File: src/rtl/logger_defines.svh
`ifndef LOGGER_DEFINES_SVH
`define LOGGER_DEFINES_SVH

`define LOGGER_WORD_W        16
`define LOGGER_DEPTH         256
`define LOGGER_ADDR_W        8
`define LOGGER_POST_WORDS    128
`define LOGGER_WIN_LEN       256
`define LOGGER_LEVEL_THRESH  96

// default bit time for simulation
`define LOGGER_CLKS_PER_BIT  8

`endif

File: src/rtl/logger_pkg.sv
`include "logger_defines.svh"

package logger_pkg;

    // first sample sits in the msb
    typedef logic [`LOGGER_WORD_W-1:0] word_t;

    typedef logic [`LOGGER_ADDR_W-1:0] addr_t;

    // serial payload
    typedef logic [7:0] byte_t;

    // ones per window saturating at 255
    typedef logic [7:0] density_t;

endpackage

File: src/rtl/bit_capture.sv
`timescale 1ns/10ps
`include "logger_defines.svh"

module bit_capture (
    input  logic               clk,
    input  logic               rst,
    input  logic               sig,
    output logger_pkg::word_t  word,
    output logic               word_stb
);

    localparam int CNT_W = $clog2(`LOGGER_WORD_W);

    logic [CNT_W-1:0]  bit_cnt;
    logger_pkg::word_t shift;

    always_ff @(posedge clk) begin
        if (!rst) begin
            bit_cnt  <= '0;
            shift    <= '0;
            word     <= '0;
            word_stb <= 1'b0;
        end else begin
            word_stb <= 1'b0;
            shift    <= {shift[`LOGGER_WORD_W-2:0], sig};
            bit_cnt  <= bit_cnt + 1'b1;
            if (bit_cnt == CNT_W'(`LOGGER_WORD_W - 1)) begin
                word     <= {shift[`LOGGER_WORD_W-2:0], sig};
                word_stb <= 1'b1;
            end
        end
    end

endmodule

File: src/rtl/density_demod.sv
`timescale 1ns/10ps
`include "logger_defines.svh"

module density_demod (
    input  logic                  clk,
    input  logic                  rst,
    input  logic                  sig,
    output logger_pkg::density_t  density,
    output logic                  level
);

    localparam int WIN_W = $clog2(`LOGGER_WIN_LEN);
    localparam logic [WIN_W-1:0] WIN_LAST = WIN_W'(`LOGGER_WIN_LEN - 1);
    localparam logger_pkg::density_t THRESH = 8'(`LOGGER_LEVEL_THRESH);

    logic [WIN_W-1:0]     win_cnt;
    logger_pkg::density_t ones;
    logger_pkg::density_t ones_next;

    always_comb begin
        ones_next = ones;
        if (sig && (ones != '1)) begin  // saturate
            ones_next = ones + 8'd1;
        end
    end

    always_ff @(posedge clk) begin
        if (!rst) begin
            win_cnt <= '0;
            ones    <= '0;
            density <= '0;
            level   <= 1'b0;
        end else begin
            win_cnt <= win_cnt + 1'b1;
            if (win_cnt == WIN_LAST) begin
                density <= ones_next;  // includes the last sample
                level   <= (ones_next >= THRESH);
                ones    <= '0;
            end else begin
                ones <= ones_next;
            end
        end
    end

endmodule

File: src/rtl/sample_ram.sv
`timescale 1ns/10ps
`include "logger_defines.svh"

module sample_ram (
    input  logic               clk,
    input  logic               wr_en,
    input  logger_pkg::addr_t  wr_addr,
    input  logger_pkg::word_t  wr_data,
    input  logger_pkg::addr_t  rd_addr,
    output logger_pkg::word_t  rd_data
);

    logger_pkg::word_t mem [0:`LOGGER_DEPTH-1];

    always_ff @(posedge clk) begin
        if (wr_en) begin
            mem[wr_addr] <= wr_data;
        end
    end

    // registered read like block ram
    always_ff @(posedge clk) begin
        rd_data <= mem[rd_addr];
    end

endmodule

File: src/rtl/dump_ctrl.sv
`timescale 1ns/10ps
`include "logger_defines.svh"

module dump_ctrl (
    input  logic               clk,
    input  logic               rst,
    input  logic               arm,
    input  logger_pkg::word_t  word,
    input  logic               word_stb,
    output logic               wr_en,
    output logger_pkg::addr_t  wr_addr,
    output logger_pkg::word_t  wr_data,
    output logger_pkg::addr_t  rd_addr,
    input  logger_pkg::word_t  rd_data,
    output logger_pkg::byte_t  tx_data,
    output logic               tx_start,
    input  logic               tx_busy,
    output logic               busy,
    output logic               done
);

    localparam int POST_W = $clog2(`LOGGER_POST_WORDS);
    localparam logic [POST_W-1:0] POST_LAST = POST_W'(`LOGGER_POST_WORDS - 1);
    localparam logger_pkg::addr_t ADDR_LAST = `LOGGER_ADDR_W'(`LOGGER_DEPTH - 1);

    typedef enum logic [2:0] {
        S_REC,
        S_POST,
        S_READ,
        S_HIGH,
        S_LOW,
        S_FINISH
    } state_t;

    state_t            state;
    logger_pkg::addr_t wr_ptr;
    logger_pkg::addr_t dump_addr;
    logger_pkg::addr_t sent_cnt;
    logic [POST_W-1:0] post_cnt;
    logger_pkg::byte_t low_byte;
    logic              tx_free;

    assign wr_en   = word_stb && ((state == S_REC) || (state == S_POST));
    assign wr_addr = wr_ptr;
    assign wr_data = word;
    assign rd_addr = dump_addr;
    assign busy    = (state != S_REC);

    // tx_busy rises the cycle tx_start drops
    assign tx_free = !tx_busy && !tx_start;

    always_ff @(posedge clk) begin
        if (!rst) begin
            state     <= S_REC;
            wr_ptr    <= '0;
            dump_addr <= '0;
            sent_cnt  <= '0;
            post_cnt  <= '0;
            tx_start  <= 1'b0;
            done      <= 1'b0;
        end else begin
            tx_start <= 1'b0;
            done     <= 1'b0;
            if (wr_en) begin
                wr_ptr <= wr_ptr + 1'b1;
            end
            case (state)
                S_REC: begin
                    if (arm) begin
                        post_cnt <= '0;
                        state    <= S_POST;
                    end
                end
                S_POST: begin
                    if (word_stb) begin
                        post_cnt <= post_cnt + 1'b1;
                        if (post_cnt == POST_LAST) begin
                            dump_addr <= wr_ptr + 1'b1;  // oldest word
                            sent_cnt  <= '0;
                            state     <= S_READ;
                        end
                    end
                end
                S_READ: state <= S_HIGH;  // ram latency
                S_HIGH: begin
                    if (tx_free) begin
                        tx_start <= 1'b1;
                        state    <= S_LOW;
                    end
                end
                S_LOW: begin
                    if (tx_free) begin
                        tx_start  <= 1'b1;
                        dump_addr <= dump_addr + 1'b1;
                        sent_cnt  <= sent_cnt + 1'b1;
                        state     <= (sent_cnt == ADDR_LAST) ? S_FINISH : S_READ;
                    end
                end
                S_FINISH: begin
                    if (tx_free) begin  // last stop bit done
                        done  <= 1'b1;
                        state <= S_REC;
                    end
                end
                default: state <= S_REC;
            endcase
        end
    end

    // byte payload to the transmitter
    always_ff @(posedge clk) begin
        if ((state == S_HIGH) && tx_free) begin
            tx_data  <= rd_data[15:8];
            low_byte <= rd_data[7:0];
        end else if ((state == S_LOW) && tx_free) begin
            tx_data <= low_byte;
        end
    end

endmodule

File: src/rtl/uart_tx.sv
`timescale 1ns/10ps
`include "logger_defines.svh"

module uart_tx #(
    parameter int CLKS_PER_BIT = `LOGGER_CLKS_PER_BIT
) (
    input  logic               clk,
    input  logic               rst,
    input  logger_pkg::byte_t  tx_data,
    input  logic               tx_start,
    output logic               tx,
    output logic               tx_busy
);

    localparam int CNT_W = $clog2(CLKS_PER_BIT + 1);
    localparam logic [CNT_W-1:0] CNT_LAST = CNT_W'(CLKS_PER_BIT - 1);

    logic [CNT_W-1:0] rate_cnt;
    logic [3:0]       bit_cnt;
    logic [9:0]       frame;  // stop, data lsb first, start

    assign tx = frame[0];

    always_ff @(posedge clk) begin
        if (!rst) begin
            rate_cnt <= '0;
            bit_cnt  <= '0;
            frame    <= '1;  // line idles high
            tx_busy  <= 1'b0;
        end else if (!tx_busy) begin
            if (tx_start) begin
                frame    <= {1'b1, tx_data, 1'b0};
                rate_cnt <= '0;
                bit_cnt  <= '0;
                tx_busy  <= 1'b1;
            end
        end else if (rate_cnt == CNT_LAST) begin
            rate_cnt <= '0;
            frame    <= {1'b1, frame[9:1]};
            bit_cnt  <= bit_cnt + 4'd1;
            if (bit_cnt == 4'd9) begin  // end of stop bit
                tx_busy <= 1'b0;
            end
        end else begin
            rate_cnt <= rate_cnt + 1'b1;
        end
    end

endmodule

File: src/rtl/sig_logger_top.sv
`timescale 1ns/10ps
`include "logger_defines.svh"

module sig_logger_top #(
    parameter int CLKS_PER_BIT = `LOGGER_CLKS_PER_BIT
) (
    input  logic                  clk,
    input  logic                  rst,
    input  logic                  sig,
    input  logic                  arm,
    output logic                  tx,
    output logic                  busy,
    output logic                  done,
    output logger_pkg::density_t  density,
    output logic                  level
);

    logger_pkg::word_t word;
    logic              word_stb;
    logic              wr_en;
    logger_pkg::addr_t wr_addr;
    logger_pkg::word_t wr_data;
    logger_pkg::addr_t rd_addr;
    logger_pkg::word_t rd_data;
    logger_pkg::byte_t tx_data;
    logic              tx_start;
    logic              tx_busy;

    bit_capture capture_i (
        .clk      (clk),
        .rst      (rst),
        .sig      (sig),
        .word     (word),
        .word_stb (word_stb)
    );

    density_demod demod_i (
        .clk     (clk),
        .rst     (rst),
        .sig     (sig),
        .density (density),
        .level   (level)
    );

    sample_ram ram_i (
        .clk     (clk),
        .wr_en   (wr_en),
        .wr_addr (wr_addr),
        .wr_data (wr_data),
        .rd_addr (rd_addr),
        .rd_data (rd_data)
    );

    dump_ctrl dump_i (
        .clk      (clk),
        .rst      (rst),
        .arm      (arm),
        .word     (word),
        .word_stb (word_stb),
        .wr_en    (wr_en),
        .wr_addr  (wr_addr),
        .wr_data  (wr_data),
        .rd_addr  (rd_addr),
        .rd_data  (rd_data),
        .tx_data  (tx_data),
        .tx_start (tx_start),
        .tx_busy  (tx_busy),
        .busy     (busy),
        .done     (done)
    );

    uart_tx #(
        .CLKS_PER_BIT (CLKS_PER_BIT)
    ) tx_i (
        .clk      (clk),
        .rst      (rst),
        .tx_data  (tx_data),
        .tx_start (tx_start),
        .tx       (tx),
        .tx_busy  (tx_busy)
    );

endmodule

File: config.mk
export PLATFORM = sky130hd
export DESIGN_NAME = sig_logger_top
export DESIGN_NICKNAME = d
export VERILOG_FILES = /design/src/rtl/logger_pkg.sv /design/src/rtl/bit_capture.sv /design/src/rtl/density_demod.sv /design/src/rtl/sample_ram.sv /design/src/rtl/dump_ctrl.sv /design/src/rtl/uart_tx.sv /design/src/rtl/sig_logger_top.sv
export VERILOG_INCLUDE_DIRS = /design/src /design/src/rtl
export SDC_FILE = /design/constraint.sdc
export NUM_CORES = 2
export LEC_CHECK = 0
export CAP_MARGIN = 10
export CELL_PAD_IN_SITES_DETAIL_PLACEMENT = 2
export CELL_PAD_IN_SITES_GLOBAL_PLACEMENT = 2
export CORE_MARGIN = 5
export CORE_UTILIZATION = 55
export DETAILED_ROUTE_END_ITERATION = 8
export DONT_BUFFER_PORTS = 1
export GPL_ROUTABILITY_DRIVEN = 0
export PLACE_DENSITY = 0.94
export RECOVER_POWER = 25
export SLEW_MARGIN = 5
export SYNTH_ARGS = -nofsm -noshare
export SYNTH_HDL_FRONTEND = slang
export SYNTH_SLANG_ARGS = --single-unit
File: constraint.sdc
create_clock -name clk -period 8.17 [get_ports clk]
set_input_delay 1.634 -clock clk [delete_from_list [all_inputs] [get_ports clk]]
set_output_delay 1.634 -clock clk [all_outputs]
set_load 0.01 [all_outputs]
==> results.sh, run 1 <==
export IMPL_syn_inst=7599
export IMPL_seq_area_frac_synth_pct=76.86
export IMPL_synth_seq_cells=4243
export IMPL_synth_warnings=0
export IMPL_numPortBuffers=0
export IMPL_pin_count=16
export IMPL_ys_async_sr_fraction_pct=0
export IMPL_synth_avg_cell_area_um2=21.59
export IMPL_yosysTopAreaCellShare_pct=75.26
export IMPL_die_y_um=556.2
export IMPL_synth_top_cell_by_area="edfxtp_1"
export IMPL_hpwlAfterDp_mm=535.9
export IMPL_lastStage="3_5_place_dp"
export IMPL_synth_area_mm2=0.1641
export IMPL_synth_area_leaders="edfxtp_1 75%, mux4_2 13%, mux2i_1 2.3%"
export IMPL_synthMostInstantiatedCell="edfxtp_1"
export IMPL_synth_ff_type="edfxtp_1"
export IMPL_synthTopCellsByCount="4,112 x edfxtp_1, 962 x mux4_2, 380 x nor2_1, 378 x mux2i_1, 221 x nand2_1"
export IMPL_row_count=200
export IMPL_status="did not finish"
export IMPL_syn_nets=7616
export IMPL_error="[ERROR DPL-0033] detailed placement checks failed during check placement."
export IMPL_initial_utilization_pct=55.24
export IMPL_synth_edf_count=4112
export IMPL_synth_cell_types=78
export IMPL_die_w_um=556.2
## cells by family after synthesis
group | after synthesis | synth area share (%)
fa+ha+maj | 13 | 0.09914
mux | 1378 | 16.07
simple gates | 788 | 2.053
compound gates | 678 | 2.803
buf+inv | 463 | 1.922
xor+xnor | 36 | 0.1922
flops | 4243 | 76.86
## through the flow
stage	cell area (um2)	setup WS, ps
after global placement	169500	3359
after floorplan	164100	3917
==> run 2, diff against run 1 <==
--- a/config.mk
+++ b/config.mk
@@ -7,14 +7,12 @@
 export NUM_CORES = 2
 export LEC_CHECK = 0
 export CAP_MARGIN = 10
-export CELL_PAD_IN_SITES_DETAIL_PLACEMENT = 2
-export CELL_PAD_IN_SITES_GLOBAL_PLACEMENT = 2
 export CORE_MARGIN = 5
-export CORE_UTILIZATION = 55
+export CORE_UTILIZATION = 40
 export DETAILED_ROUTE_END_ITERATION = 8
 export DONT_BUFFER_PORTS = 1
 export GPL_ROUTABILITY_DRIVEN = 0
-export PLACE_DENSITY = 0.94
+export PLACE_DENSITY_LB_ADDON = 0.15
 export RECOVER_POWER = 25
 export SLEW_MARGIN = 5
 export SYNTH_ARGS = -nofsm -noshare
==> run 2 against run 1 <==
Against the previous run: the flow now finishes, with violations (capacitance limit, slew limit); area after synthesis unchanged; synthesized cell count unchanged.
==> results.sh, run 2 <==
export IMPL_status="complete, but fails checks"
export IMPL_failed_checks="capacitance limit, slew limit"
export IMPL_period_share_pct=78.49
export IMPL_synthTopCellsByCount="4,112 x edfxtp_1, 962 x mux4_2, 380 x nor2_1, 378 x mux2i_1, 221 x nand2_1"
export IMPL_drc_errors=0
export IMPL_finalHoldViolCount=0
export IMPL_area_growth_pct=13.20
export IMPL_finalPower_uw=43170
export IMPL_routed_via_count=81758
export IMPL_synth_seq_cells=4243
export IMPL_via_per_inst=5.915
export IMPL_hold_depth=1
export IMPL_die_y_um=650.5
export IMPL_crit_type="flip-flop to flip-flop"
export IMPL_cp_start_kind="flip-flop"
export IMPL_cts_sinks=4243
export IMPL_ys_async_sr_fraction_pct=0
export IMPL_synth_area_leaders="edfxtp_1 75%, mux4_2 13%, mux2i_1 2.3%"
export IMPL_routed_wl_mm=487.2
export IMPL_drive_gt1_share_pct=26.15
export IMPL_crit_path_end_kind="flip-flop"
export IMPL_setup_viol=0
export IMPL_path_buf_inv=1
export IMPL_p_leak_uw=0.05730
export IMPL_dp_cells=13000
export IMPL_fin_nets=8011
export IMPL_tns_ps=0
export IMPL_synth_top_cell_by_area="edfxtp_1"
export IMPL_grt_pass1_vias=81259
export IMPL_layout_commonest_cell="edfxtp_1"
export IMPL_crit_chain="clkbuf_1"
export IMPL_power_density_mw_per_mm2=232.4
export IMPL_pin_count=16
export IMPL_row_count=235
export IMPL_worstPathArrival_ps=6460
export IMPL_slew_violations=2447
export IMPL_cts_tree="done"
export IMPL_seq_area_frac_synth_pct=76.86
export IMPL_clkTransAtPathRegs_ps=60
export IMPL_synthMostInstantiatedCell="edfxtp_1"
export IMPL_final_cell_mix="4,112 x edfxtp_1, 962 x mux4_2, 445 x clkbuf_16, 378 x mux2i_1, 351 x buf_4"
export IMPL_clock_skew_ps=73.01
export IMPL_hp_class="flip-flop to flip-flop"
export IMPL_synth_avg_cell_area_um2=21.59
export IMPL_rr_worst_depth=1
export IMPL_postCtsSetupRepairBufs=0
export IMPL_insertion_delay_ps=1010
export IMPL_synth_ff_type="edfxtp_1"
export IMPL_fin_hold_ws_ps=417.3
export IMPL_r2r_start="capture_i.word[5]"
export IMPL_path_delay_family="buffers and inverters"
export IMPL_coreArea_mm2=0.4093
export IMPL_cts_root_buffer="clkbuf_16"
export IMPL_slowest_stage="clkbuf_1"
export IMPL_numPortBuffers=0
export IMPL_cts_hold_buf=0
export IMPL_drt_iter0_drc=10639
export IMPL_place_area_mm2=0.1718
export IMPL_grt_overflow=0
export IMPL_antenna_found_initial=32
export IMPL_cp_depth=1
export IMPL_slew_headroom_pct=-223.7
export IMPL_worst_slew_pin_slew_ps=4855
export IMPL_cts_resized=0
export IMPL_period_needed_ps=6413
export IMPL_crit_start="capture_i.word[5]"
export IMPL_required_ps=8210
export IMPL_cts_buffer_depth=4
export IMPL_max_freq_mhz=155.9
export IMPL_grt_pass1_wl_mm=672.3
export IMPL_synth_area_mm2=0.1641
export IMPL_synth_warnings=0
export IMPL_synth_edf_count=4112
export IMPL_stdcell_count=13822
export IMPL_regMostFlops="ram_i.mem"
export IMPL_dieArea_mm2=0.4231
export IMPL_track_usage_pct=22.53
export IMPL_rsz0062_at_grt="no"
export IMPL_largest_reg_flops=4096
export IMPL_synth_cell_types=78
export IMPL_dr_pass1_iters=6
export IMPL_yosysTopAreaCellShare_pct=75.26
export IMPL_reg_top3="ram_i.mem (4096), capture_i.word (16), ram_i.rd_data (16)"
export IMPL_critPathMaxFanout=95
export IMPL_cts_htree_levels=5
export IMPL_vdd_drop_max_mv=0.1777
export IMPL_initial_utilization_pct=40.09
export IMPL_design_area_mm2=0.1857
export IMPL_max_cap_viol_count=38
export IMPL_die_w_um=650.5
export IMPL_ant_nets=0
export IMPL_syn_nets=7616
export IMPL_hpwlAfterDp_mm=284.8
export IMPL_routedWlPerCell_um=35.25
export IMPL_grt_max_degree=191
export IMPL_numCtsBuffers=443
export IMPL_slowest_delay_ps=3330
export IMPL_syn_inst=7599
export IMPL_hp_start="capture_i.shift[6]"
## run 2: cell counts after synthesis
No cell type changed its count.
## run 2: power breakdown
part           leakage, uW  internal [uW]  total [uW]  switching [uW]
logic               0.0113           7.08        21.3            14.2
registers           0.0391          23500       23500            5.40
clock network      0.00686          11100       19700            8510
## run 2: area by class of cell
cell class	instances	area, um2
fillers	34371	223600
flip-flops and latches	4243	126100
multi-input cells	2893	35430
clock buffers	554	11680
well taps	5451	6820
repair buffers	400	3188
clock inverters	260	2387
inverters	13	67.56
diodes	8	20.02
## run 2: worst paths after layout
check                           slack, ps                  to
worst min-delay path                  420  capture_i.shift[7]
worst max register to register       1760   ram_i.mem[234][5]
worst max-delay path                 1760   ram_i.mem[234][5]
worst min register to register        420  capture_i.shift[7]
## run 2: stage by stage
step	worst slack, ps	utilization [%]
global placement	2736	41.96
floorplan	3917	-
global route	1459	45.37
detailed placement	2954	41.97
CTS	2932	45.41
finish	1757	45.38
## run 2: kinds of logic after synthesis
kind of cell	count (synthesis)	synth area share (%)
DFF	4243	76.86
muxes	1378	16.07
and+or+nand+nor	788	2.053
AOI/OAI and AO/OA	678	2.803
buffers and inverters	463	1.922
xor gates and xnor gates	36	0.1922
adders and majority gates	13	0.09914
## run 2: routing by layer
metal	wire length [um]	track usage [%]	up-vias
met5	0	0	-
met4	15890	6.382	0
met3	38560	3.786	705
met2	225900	35.04	3581
met1	206900	32.97	44768
li1	-	-	32704
(Power assumes the default switching activity.)
